## config.mk

```make
export PLATFORM = sky130hd
export DESIGN_NAME = done_hold_timer
export DESIGN_NICKNAME = d
export VERILOG_FILES = /design/src/kernel_cu_pkg.sv /design/src/done_hold_timer.sv
export SDC_FILE = /design/constraint.sdc
export NUM_CORES = 1
export LEC_CHECK = 0
export ABC_AREA = 1
export BUFFER_PORTS_ARGS = -buffer_cell sky130_fd_sc_hd__clkbuf_2
export CAP_MARGIN = 20
export CORE_AREA = 8 8 45 47
export DETAILED_ROUTE_END_ITERATION = 16
export DIE_AREA = 0 0 53 55
export GPL_TIMING_DRIVEN = 0
export PLACE_DENSITY = 0.33
export SLEW_MARGIN = 20
export SYNTH_ARGS = -nofsm -noshare
export SYNTH_HDL_FRONTEND = slang
export SYNTH_SLANG_ARGS = --single-unit
```

## constraint.sdc

```tcl
create_clock -name ap_clk -period 1.85 [get_ports ap_clk]
set_clock_uncertainty 0.2 [all_clocks]
set_input_delay 0.2775 -clock ap_clk [delete_from_list [all_inputs] [get_ports ap_clk]]
set_output_delay 0.2775 -clock ap_clk [all_outputs]
set_load 0.05 [all_outputs]
```

## src/kernel_cu_pkg.sv

```systemverilog
// Kernel compute unit package with sizing constants, encodings and packet types
`default_nettype none

package kernel_cu_pkg;

  // --------------------
  // Sizing
  // --------------------
  // Memory channels behind the unit
  localparam int NUM_CHANNELS = 2;
  // Bits needed to index a channel
  localparam int CH_W = (NUM_CHANNELS > 1) ? $clog2(NUM_CHANNELS) : 1;
  localparam int ADDR_W = 32;
  localparam int DATA_W = 32;
  // Line counts and tags share one width
  localparam int COUNT_W = 16;
  // One memory line, channel = line number mod NUM_CHANNELS
  localparam int LINE_BYTES = 64;
  localparam int LINE_SHIFT = $clog2(LINE_BYTES);
  // Idle cycles required before done may rise
  localparam int PULSE_HOLD = 4;
  localparam int HOLD_W = $clog2(PULSE_HOLD + 1);
  // Unused descriptor payload, kept for later fields
  localparam int DESC_SPARE_W = 8;

  // --------------------
  // Encodings
  // --------------------
  typedef enum logic [2:0] {
    IDLE       = 3'd0,
    SETUP      = 3'd1,
    SETUP_WAIT = 3'd2,
    RUN        = 3'd3,
    DRAIN      = 3'd4,
    DONE       = 3'd5
  } cu_state_e;

  // Configuration line read versus data line read
  typedef enum logic {
    OP_CFG_READ = 1'b0,
    OP_READ     = 1'b1
  } mem_opcode_e;

  // --------------------
  // Packet types
  // --------------------
  typedef struct packed {
    logic                    valid;
    logic [ADDR_W-1:0]       base_addr;
    logic [DESC_SPARE_W-1:0] spare;
  } kernel_descriptor_t;

  typedef struct packed {
    logic               valid;
    mem_opcode_e        opcode;
    logic [ADDR_W-1:0]  addr;
    logic [COUNT_W-1:0] tag;
  } mem_request_t;

  // Config response carries the line count in the low data bits
  typedef struct packed {
    logic               valid;
    mem_opcode_e        opcode;
    logic [DATA_W-1:0]  data;
    logic [COUNT_W-1:0] tag;
  } mem_response_t;

endpackage : kernel_cu_pkg

`default_nettype wire

```

## src/done_hold_timer.sv

```systemverilog
// Done hold timer, confirms the idle level lasts for the hold period
`default_nettype none

module done_hold_timer (
  input  logic ap_clk,
  input  logic areset_control,
  input  logic idle,
  output logic hold_met
);

  import kernel_cu_pkg::*;

  logic [HOLD_W-1:0] idle_count;

  // Consecutive idle cycles, saturates at the hold length
  always_ff @(posedge ap_clk) begin
    if (areset_control) begin
      idle_count <= '0;
    end else if (!idle) begin
      // Any busy cycle restarts the count
      idle_count <= '0;
    end else if (idle_count != HOLD_W'(PULSE_HOLD)) begin
      idle_count <= idle_count + 1'b1;
    end
  end

  assign hold_met = (idle_count == HOLD_W'(PULSE_HOLD));

endmodule : done_hold_timer

`default_nettype wire

```

After elaboration in Yosys (flattened, before gate mapping):

Cells that the tools add are included.

* output and inout bits: 1
* ROM bits: 0
* bits in writable memories: 0
* bits of input ports: 3
* latch bits: 0
* memories: 0
* register bits after elaboration: 3
* logic and storage cells: 6

* shift-type cells: 0
* mux-type cells: 0
* multiply operators: 0
* $lt $le $gt $ge: 0
* add/sub/neg operators: 1
* equal/unequal tests: 2
* reductions and logical operators: 1
* div/mod/pow operators: 0
* bitwise operators: 1

Operators by type and width (count)
* 3-bit by 1-bit adder with 3-bit output (second input constant): 1
* 3-bit equality test (second input constant): 1
* 3-bit != test (second input constant): 1
* 2-bit OR reduction: 1
* 1-bit NOT: 1

Logic depth before layout (Yosys ltp):

Gate-level depths: netlist of the first run.

* word-level depth: 2
* mapped depth: 6
* depth with buffers taken out: 6

Worst setup path before layout of the first run:

Ideal clock, no wire load.

* path type: reg2out
* from: reg idle_count[0]
* to: out hold_met
* data arrival time: 0.833 ns
* cell stages (with the launch flop): 5
* setup slack: 0.539 ns
* required time: 1.372 ns
* buffers on the path: 0
* cell sequence: dfxtp_1 -> clkinv_2 -> ha_1 -> nand2_2 -> inv_2

* cells in the longest elaborated chain, start to end: 1

Ends and longest elaborated chain
* start, declared: line done_hold_timer.sv:13 `logic [HOLD_W-1:0] idle_count;`
* start signal, assigned: line done_hold_timer.sv:23 `idle_count <= idle_count + 1'b1;`
* 3-bit equality test: line done_hold_timer.sv:27 `assign hold_met = (idle_count == HOLD_W'(PULSE_HOLD));`
* end, declared: line done_hold_timer.sv:8 `output logic hold_met`

Every way passes these cells.

Final worst setup path of the first run:

Ends and elaborated chain as after synthesis.

==> impl_results.md, run 1 <==
* Max reg flops at 3
* Clk pwr share at 0.561
* Worst Reg-to-Reg Cells at 6
* Crit path max-delay cell type: dfxtp_1
* Worst path max stage delay at around 0.35 ns
* Critical path buffers and inverters at 3
* Lkg Pwr at around 0.14 nW
* Internal power at approximately 0.00016 W
* Worst Setup Path Type: flop to output pin
* Latest clock arrival within the worst-skew pair at 0.23 ns
* Max-Cap Viols at 0
* Antenna diodes at 0
* Final setup viols at 0
* Cells after Synth at 27
* Clock root cell: clkbuf_4
* TritonCTS Buffers at 3
* Post-synthesis register bit count at 3
* Setup TNS at 0 ns
* Post-Syn Area per Cell at slightly above 7 um2
* Gr ovfl total at 0
* Initial antenna violation count at 0
* Critical Path Start Type: flop
* Hold Crit Start: areset_control
* P_sw at between 0.00004 and 0.00005 W
* Drt drc at 0
* Die Width at 53 um
* Crit path launch: idle_count[0]
* Status: finished clean
* Distinct cell type count of the synthesized netlist at 11
* FF+latch area at 60.1 um2
* CTS tree: yes
* IO Port Bufs at 3
* Hold buffer count at cts at 0
* Sequential power share at 0.342
* Crit path required time at 1.37 ns
* Wirelength, routed at 316 um
* Critical Path AT at 1.27 ns
* Max Root-Sink Buffers at 2
* R2R setup slack at 0.61 ns
* Post-synth net total at 32
* DRT iter0 DRCs at 2
* Core Area at approximately 1400 um2
* GPL Wtd Cong at between 0.5 and 0.6
* Leading area contributor after synthesis: dfxtp_1
* Family with the most delay on the worst path: buffers and inverters
* Hold path endpoint: idle_count[2]
* Resized cells post-CTS at 0
* H-Tree Depth at 1
* Final period util at 0.946
* Pre-antenna DRT Iters at 2
* Area grow syn2layout at 31.6%
* Relative slew slack at 0.815
* Largest cells by area after synthesis: dfxtp_1 (31%), ha_1 (13%), nand2_1 (12%)
* Dpl hpwl at 282 um
* Worst Tran Pin Value at 0.279 ns
* Pin count of the biggest net entering global routing at 5
* F_max at around 570 MHz
* Synthesis warning total at 0
* Die height at roughly 55 um
* Hold path cells at 4
* Num ports at 4
* FP Rows at 14
* Overall Global Routing Usage at 0.0289
* Logic pwr share at 0.097
* Detailed-route wire length per cell at between 6 and 7 um
* Number of global-route vias before repair at around 170
* CP Capture Type: output pin
* Maximum vdd drop at 0.000232 V
* CP cell instances: clkinv_2 -> ha_1 -> nand2_2 -> inv_2 -> clkbuf_2
* RSZ-0062 raised after global routing: false
* Final min period at 1.75 ns
* First-pass GRT wire length at 565 um
* Reg-to-reg endpoint: idle_count[0]
* Sw Share at 0.224
* Power per cell area at between 700 and 800 nW/um2
* Layout cells sized above 1 at 0.412
* Fill count at approximately 160
* Final instance area at 255 um2
* Mapped Area at 194 um2
* Post-route ant nets at 0
* Slew Viols, Final at 0
* Worst reg2reg path startpoint: idle_count[0]
* Vias per inst at 3.34
* Sequential share of the synthesized area at 0.310
* Hold crit path type: input pin to flop
* Final hold vios at 0
* Post-CTS Setup Repair Bufs at 0
* Nets at 40
* Multi-input logic area at between 100 and 150 um2
* Post-synth top area share at 0.310
* Via count at 167
* Initial Utilization at 0.140
* Regs by FF count: idle_count x3
* CTS Sinks at 3
* Placed cell area at 229 um2
* Crit-path max FO at 3
* Clock Pin Slew Worst Setup and Hold Paths at 0.04 ns
* Biggest register: idle_count
* Die area at a little under 3000 um2
## synthesized netlist by cell type, drive strengths merged
cell type	n
clkinv	1
dfxtp	3
ha	2
inv	6
nand2	7
nand3	1
nor2	7
## kinds of logic after synthesis
kind of cell  count (synthesis)  synth area share
buf+inv                       7             0.142
flops                         3             0.310
simple gates                 15             0.419
fa+ha+maj                     2             0.129
## through the flow
| step | total power, W | utilization | instances | setup WS (ns) | hold slack [ns] |
|---|---|---|---|---|---|
| final | 0.000201 | 0.184 | 50 | 0.0998 | 0.163 |
| after detailed placement | 0.0000900 | 0.165 | 46 | 0.330 | 0.312 |
| after CTS | 0.000208 | 0.184 | 50 | 0.0784 | 0.163 |
| after global routing | 0.000217 | 0.184 | 50 | 0.0377 | 0.177 |
| after global placement | 0.0000898 | 0.165 | 46 | 0.337 | 0.305 |
| after floorplan | 0.0000844 | - | 27 | 0.539 | 0.219 |
## worst register-to-register path: stages, from the launching register on
cell,delay [ns]
dfxtp_1,0.35
clkinv_2,0.09
ha_1,0.23
nand2_2,0.10
inv_2,0.04
nor2_2,0.08
nor2_2,0.04
## power groups by stage
stage / registers (W) / logic [W] / clock network (W)
floorplan: 0.0000696 / 0.0000148 / 0
global placement: 0.0000700 / 0.0000199 / 0
detailed placement: 0.0000701 / 0.0000199 / 0
CTS: 0.0000690 / 0.0000200 / 0.000119
global route: 0.0000692 / 0.0000219 / 0.000126
finish: 0.0000689 / 0.0000196 / 0.000113
## layer usage
metal	vias to the layer above	GRT usage	routed length, um
li1	93	-	-
met1	69	0.0257	140
met2	5	0.0391	154
met3	0	0.0187	21
met4	0	0.0388	0
met5	-	0	0
## layout make-up
| cell class | instances | area share |
|---|---|---|
| Sequential cell | 3 | 0.235 |
| Inverter | 7 | 0.108 |
| Multi-Input combinational cell | 17 | 0.417 |
| Timing Repair Buffer | 3 | 0.0588 |
| Tap cell | 16 | 0.0784 |
| Clock buffer | 4 | 0.103 |
## worst max-delay path by stage
stage,to,slack [ns],cells after the start
6_report,hold_met,0.1,5
5_1_grt,hold_met,0.04,5
4_1_cts,hold_met,0.08,5
3_5_place_dp,hold_met,0.33,5
3_3_place_gp,hold_met,0.34,5
2_1_floorplan,hold_met,0.54,4
## cell usage in the layout (no fill, tap or decap)
cell	synthesis	routed
inv_1	3	3
clkbuf_4	0	3
nand2_1	6	6
inv_2	3	3
nor2_8	1	1
clkinv_2	1	1
clkbuf_2	0	3
nand3_1	1	1
nor2_1	4	4
clkbuf_1	0	1
nor2_2	2	2
nand2_2	1	1
ha_1	2	2
dfxtp_1	3	3
No activity file was read; power rests on OpenSTA's default activity.
==> run 2: changes to the inputs <==
--- a/config.mk
+++ b/config.mk
@@ -9,6 +9,7 @@
 export BUFFER_PORTS_ARGS = -buffer_cell sky130_fd_sc_hd__clkbuf_2
 export CAP_MARGIN = 20
 export CORE_AREA = 8 8 45 47
+export CTS_BUF_LIST = sky130_fd_sc_hd__clkbuf_16
 export DETAILED_ROUTE_END_ITERATION = 16
 export DIE_AREA = 0 0 53 55
 export GPL_TIMING_DRIVEN = 0
==> constraint.sdc (replaced) <==
create_clock -name ap_clk -period 2.3 [get_ports ap_clk]
set_clock_uncertainty 0.2 [all_clocks]
set_input_delay 0.345 -clock ap_clk [delete_from_list [all_inputs] [get_ports ap_clk]]
set_output_delay 0.345 -clock ap_clk [all_outputs]
set_load 0.05 [all_outputs]
==> impl_results.md, run 2 (synthesized netlist as in run 1, its figures left out) <==
* Max-Cap Viols at 0 (unchanged)
* Detailed-route wire length per cell at 7.92 um (+25%)
* Nets at 40 (unchanged)
* Hold path cells at 4 (unchanged)
* Worst reg2reg path startpoint: idle_count[0]
* GPL Wtd Cong at 0.582 (unchanged)
* CTS tree: yes
* Uppermost layer routed: met3
* Maximum vdd drop at 0.000255 V (+9.7%)
* Worst Setup Path Type: flop to output pin
* Regs by FF count: idle_count x3
* Max Root-Sink Buffers at 2 (unchanged)
* Met3 routed WL at 21 um (unchanged)
* Critical Path Start Type: flop
* Gr ovfl total at 0 (unchanged)
* Most common cell after layout, fill and taps aside: nand2_1
* Drt drc at 0 (unchanged)
* H-Tree Depth at 1 (unchanged)
* FP Rows at 14 (unchanged)
* Power per cell area at 1130 nW/um2 (+43%)
* Core Area at 1380 um2 (unchanged)
* Layout cells sized above 1 at 0.412 (unchanged)
* Worst Tran Pin Value at 0.279 ns (-0.00000191 ns)
* Overall Global Routing Usage at 0.0349 (+0.00600)
* Most frequent cells in the layout: nand2_1 (6), inv_1 (4), nor2_1 (4)
* Worst hold slack at 0.231 ns (+0.0677 ns)
* Final setup viols at 0 (unchanged)
* RSZ-0062 raised after global routing: false
* Power Total at 0.000346 W (+72%)
* Hold crit path type: input pin to flop
* Resized cells post-CTS at 0 (unchanged)
* Hold path endpoint: idle_count[2]
* Cells after DPL at 46 (unchanged)
* M1 WL at 168 um (+20%)
* TritonCTS Buffers at 3 (unchanged)
* First-pass GRT wire length at 648 um (+15%)
* Dpl hpwl at 282 um (unchanged)
* Die height at 55 um (unchanged)
* Post-route ant nets at 0 (unchanged)
* Post-CTS Setup Repair Bufs at 0 (unchanged)
* Non-filler instance count after layout at 50 (unchanged)
* Lkg Pwr at 0.163 nW (+20%)
* Vias per inst at 3.30 (-1.2%)
* Status: finished clean
* Clock root cell: clkbuf_16
* Number of global-route vias before repair at 173 (+1.2%)
* IO Port Bufs at 3 (unchanged)
* CTS Sinks at 3 (unchanged)
* Clock Pin Slew Worst Setup and Hold Paths at 0.03 ns (about the same)
* Initial Utilization at 0.140 (unchanged)
* Worst Reg-to-Reg Cells at 6 (unchanged)
* DRT iter0 DRCs at 6 (+4)
* Pin count of the biggest net entering global routing at 5 (unchanged)
* Die Width at 53 um (unchanged)
* Latest clock arrival within the worst-skew pair at 0.22 ns (about the same)
* Final hold vios at 0 (unchanged)
* Area grow syn2layout at 58.7%
* CP Capture Type: output pin
* Max reg flops at 3 (unchanged)
* Met2 wire length at 206 um (+34%)
* Setup TNS at 0 ns (unchanged)
* Crit path required time at 1.75 ns (+0.38 ns)
* Critical Path AT at 1.26 ns (about the same)
* Reg-to-reg endpoint: idle_count[0]
* Final min period at 1.81 ns
* Via count at 165 (-1.2%)
* Pre-antenna DRT Iters at 2 (unchanged)
* Wirelength, routed at 396 um (+25%)
* Relative slew slack at 0.815 (about the same)
* Final period util at 0.786
* Crit-path max FO at 3 (unchanged)
* R2R setup slack at 1.06 ns (+0.45 ns)
* Biggest register: idle_count
* Slew Viols, Final at 0 (unchanged)
* Hold buffer count at cts at 0 (unchanged)
* Num ports at 4 (unchanged)
* Die area at 2920 um2 (unchanged)
* Hold Crit Start: areset_control
* F_max at 553 MHz
* Initial antenna violation count at 0 (unchanged)
* Antenna diodes at 0 (unchanged)
run 2: through the flow:
| stage | worst slack [ns] | instance area, um2 | util |
|---|---|---|---|
| final | 0.492 | 308 | 0.222 |
| after global routing | 0.442 | 308 | 0.222 |
| after CTS | 0.482 | 308 | 0.222 |
| after detailed placement | 0.713 | 229 | 0.165 |
| after global placement | 0.719 | 229 | 0.165 |
| after floorplan | 0.922 | 194 | - |
run 2: layout make-up:
type | count | area, um2
Fill cell | 154 | 1080
Multi-Input combinational cell | 17 | 106
Clock buffer | 3 | 75.1
Sequential cell | 3 | 60.1
Inverter | 7 | 27.5
Tap cell | 16 | 20.0
Timing Repair Buffer | 3 | 15.0
Clock inverter | 1 | 3.75
run 2: power breakdown:
group	total [W]	internal, W	switching (W)
Sequential	0.0000556	0.0000542	0.00000141
Combinational	0.0000159	0.00000672	0.00000917
Clock	0.000275	0.000224	0.0000504
run 2: worst max-delay path, stage by stage, from the launching register on:
cell and delay (ns):
dfxtp_1 0.34, clkinv_2 0.09, ha_1 0.23, nand2_2 0.10, inv_2 0.04, clkbuf_2 0.23
run 2: worst max path at each step:
stage	startpoint	end	slack [ns]	cells past startpoint
3_3_place_gp	idle_count[0]	hold_met	0.72	5
4_1_cts	idle_count[0]	hold_met	0.48	5
6_report	idle_count[0]	hold_met	0.49	5
3_5_place_dp	idle_count[0]	hold_met	0.71	5
2_1_floorplan	idle_count[0]	hold_met	0.92	4
5_1_grt	idle_count[0]	hold_met	0.44	5
run 2: routing by layer:
layer	GRT usage	up-vias
met1	0.0272	68
li1	-	92
met2	0.0527	5
met5	0	-
met3	0.0187	0
met4	0.0517	0
==> run 3: changes to the inputs <==
--- a/config.mk
+++ b/config.mk
@@ -5,7 +5,7 @@
 export SDC_FILE = /design/constraint.sdc
 export NUM_CORES = 1
 export LEC_CHECK = 0
-export ABC_AREA = 1
+export ABC_AREA = 0
 export BUFFER_PORTS_ARGS = -buffer_cell sky130_fd_sc_hd__clkbuf_2
 export CAP_MARGIN = 20
 export CORE_AREA = 8 8 45 47
@@ -13,7 +13,7 @@
 export DETAILED_ROUTE_END_ITERATION = 16
 export DIE_AREA = 0 0 53 55
 export GPL_TIMING_DRIVEN = 0
-export PLACE_DENSITY = 0.33
+export PLACE_DENSITY = 0.31
 export SLEW_MARGIN = 20
 export SYNTH_ARGS = -nofsm -noshare
 export SYNTH_HDL_FRONTEND = slang
==> constraint.sdc (replaced) <==
create_clock -name ap_clk -period 1.5 [get_ports ap_clk]
set_clock_uncertainty 0.2 [all_clocks]
set_input_delay 0.225 -clock ap_clk [delete_from_list [all_inputs] [get_ports ap_clk]]
set_output_delay 0.225 -clock ap_clk [all_outputs]
set_load 0.05 [all_outputs]
==> impl_results.md, run 3 <==
* Layout cells sized above 1 at 0.643 (+0.231)
* Pin count of the biggest net entering global routing at 8 (+3)
* Compound-Gate Fraction of Synth Area at 0.172 (+0.172)
* Relative slew slack at 0.868 (+0.0532)
* Clock root cell: clkbuf_16
* Lkg Pwr at 0.156 nW (-4.3%)
* Area grow syn2layout at 103%
* Cells after Synth at 18 (-33%)
* TritonCTS Buffers at 3 (unchanged)
* Combinational family with the most area after synthesis: simple AND/OR/NAND/NOR gates
* Worst path max stage delay at 0.33 ns (about the same)
* Most common cell after layout, fill and taps aside: clkbuf_16
* Critical Path AT at 1.06 ns (-0.20 ns)
* GPL Wtd Cong at 0.624 (+7.2%)
* Num ports at 4 (unchanged)
* Ys flop type: dfxtp_1
* First-pass GRT wire length at 717 um (+11%)
* Max reg flops at 3 (unchanged)
* Leading area contributor after synthesis: dfxtp_1
* Gr ovfl total at 0 (unchanged)
* CTS Sinks at 3 (unchanged)
* H-Tree Depth at 1 (unchanged)
* Regs by FF count: idle_count x3
* Antenna diodes at 0 (unchanged)
* Power per cell area at 1560 nW/um2 (+39%)
* Most frequent cells in the layout: clkbuf_16 (4), buf_4 (3)
* Post-synth net total at 23 (-28%)
* M1 WL at 191 um (+14%)
* Sequential share of the synthesized area at 0.358 (+0.0485)
* Mapped Area at 168 um2 (-14%)
* Number of global-route vias before repair at 177 (+2.3%)
* Met2 wire length at 174 um (-16%)
* IO Port Bufs at 3 (unchanged)
* Post-synth top area share at 0.358 (+0.0485)
* Synthesis warning total at 0 (unchanged)
* Crit-path max FO at 2 (-1)
* Mux contribution to synthesized area at 0 (unchanged)
* F_max at between 600 and 700 MHz
* CTS tree: yes
* Slew Viols, Final at 0 (unchanged)
* Initial antenna violation count at 0 (unchanged)
* Maximum vdd drop at 0.000888 V (+250%)
* Crit path max-delay cell type: dfxtp_2
* Biggest register: idle_count
* Detailed-route wire length per cell at 8.82 um (+11%)
* Largest cells by area after synthesis: dfxtp_1 (36%), ha_1 (15%), a21bo_2 (6.0%)
* Max-Cap Viols at 0 (unchanged)
* Drt drc at 0 (unchanged)
* Post-Synth Adder-Cell Area at 0.149 (+0.0202)
* Status: finished clean
* Area share of xor/xnor cells in the synthesized design at 0 (unchanged)
* Wirelength, routed at 388 um (-2.0%)
* Pre-antenna DRT Iters at 2 (unchanged)
* Distinct cell type count of the synthesized netlist at 12 (+1)
* RSZ-0062 raised after global routing: true
* Most instantiated cells after synthesis: dfxtp_1 (3), a21oi_1 (2), ha_1 (2), inv_1 (2), nand3_1 (2)
* Core Area at 1380 um2 (unchanged)
* Post-synth EDFFs at 0 (unchanged)
* FP Rows at 14 (unchanged)
* Placed cell area at 203 um2 (-11%)
* Final setup viols at 0 (unchanged)
* Worst Slack Setup Final at 0.0166 ns (-0.475 ns)
* Worst slack at placement at -0.0366 ns (-0.750 ns)
* Die area at 2920 um2 (unchanged)
* Final instance area at 340 um2 (+11%)
* Final hold vios at 0 (unchanged)
* Initial Utilization at 0.121 (-0.0190)
* CP Capture Type: output pin
* Nets at 34 (-15%)
* Max Root-Sink Buffers at 2 (unchanged)
* Hold buffer count at cts at 0 (unchanged)
* CP cell instances: inv_2 -> ha_4 -> and2_4 -> clkbuf_16
* Uppermost layer routed: met3
* Worst Setup Path Type: flop to output pin
* Simple-gate area share of the yosys netlist at 0.276 (-0.143)
* DRT iter0 DRCs at 3 (-3)
* Count leader, synth: dfxtp_1
* Crit path required time at 1.07 ns (-0.68 ns)
* Worst Tran Pin Value at 0.198 ns (-0.0812 ns)
* Clock Pin Slew Worst Setup and Hold Paths at 0.03 ns (about the same)
* Overall Global Routing Usage at 0.0366 (+0.00166)
* Die height at 55 um (unchanged)
* Final min period at 1.48 ns
* Via count at 150 (-9.1%)
* Ys async rst share at 0 (unchanged)
* Die Width at 53 um (unchanged)
* Fill count at 138 (-10%)
* Post-Syn Area per Cell at 9.31 um2 (+30%)
* Critical Path Start Type: flop
* Post-route ant nets at 0 (unchanged)
* Latest clock arrival within the worst-skew pair at 0.22 ns (about the same)
* Final period util at 0.989
* Met3 routed WL at 22 um (+4.8%)
* Post-synthesis register bit count at 3 (unchanged)
* Hold crit path type: input pin to flop
* Vias per inst at 3.41 (+3.3%)
run 3: cell types whose count changed in the layout (fill, tap and decap cells not counted), moves of 2 or more:
cell | before | now
nor2_1 | 4 | 1
dfxtp_1 | 3 | 1
buf_4 | 0 | 3
dfxtp_2 | 0 | 2
nor2_2 | 2 | 0
a21oi_1 | 0 | 2
nand2_1 | 6 | 0
inv_1 | 4 | 1
run 3: cells by family after synthesis:
logic type / after synthesis
simple gates: 7
compound gates: 4
flops: 3
buf+inv: 2
fa+ha+maj: 2
run 3: power breakdown:
group | internal [W] | total (W) | switching (W) | leakage [nW]
Clock | 0.000344 | 0.000414 | 0.0000707 | 0.0423
Sequential | 0.0000836 | 0.0000859 | 0.00000221 | 0.0253
Combinational | 0.0000177 | 0.0000303 | 0.0000126 | 0.0880
Total | 0.000445 | 0.000530 | 0.0000855 | 0.156
run 3: final timing paths:
check        slack [ns]          start  cells past startpoint            end
max                0.02  idle_count[1]                      4       hold_met
min                0.10           idle                      3  idle_count[1]
max reg2reg        0.23  idle_count[1]                      5  idle_count[1]
min reg2reg        0.36  idle_count[2]                      2  idle_count[1]
run 3: repair_timing:
action                     CTS  global route
gates resized for setup     10             0
setup endpoints to repair    1             1
pin swaps                    1             0
setup buffers                3             0
run 3: area by class of cell:
| cell class | count | area (um2) | area share |
|---|---|---|---|
| timing repair buffer | 6 | 57.6 | 0.169 |
| tap | 16 | 20.0 | 0.0588 |
| multi-input combinational | 13 | 114 | 0.335 |
| clock buffer | 3 | 75.1 | 0.221 |
| clock inverter | 1 | 3.75 | 0.0110 |
| sequential | 3 | 62.6 | 0.184 |
| inverter | 2 | 7.51 | 0.0221 |
run 3: critical path: cells and delay by family, from the launching register on:
kind,cells,cell delay [ns]
fa+ha+maj,1,0.15
buf+inv,2,0.21
flops,1,0.33
simple gates,1,0.15
run 3: through the flow:
step                cells  TNS [ns]  utilization  hold WS [ns]   power, W
floorplan              18         0            -         0.220  0.0000998
global route           44  -0.00614        0.246         0.140   0.000549
detailed placement     37   -0.0366        0.146         0.295   0.000105
global placement       37   -0.0313        0.146         0.286   0.000105
finish                 44         0        0.246         0.102   0.000530
CTS                    44         0        0.246         0.107   0.000537
run 3: layer usage:
metal | vias to the layer above | track usage
met4 | 0 | 0.0517
met3 | 0 | 0.0187
met5 | - | 0
met1 | 66 | 0.0379
li1 | 80 | -
met2 | 4 | 0.0449
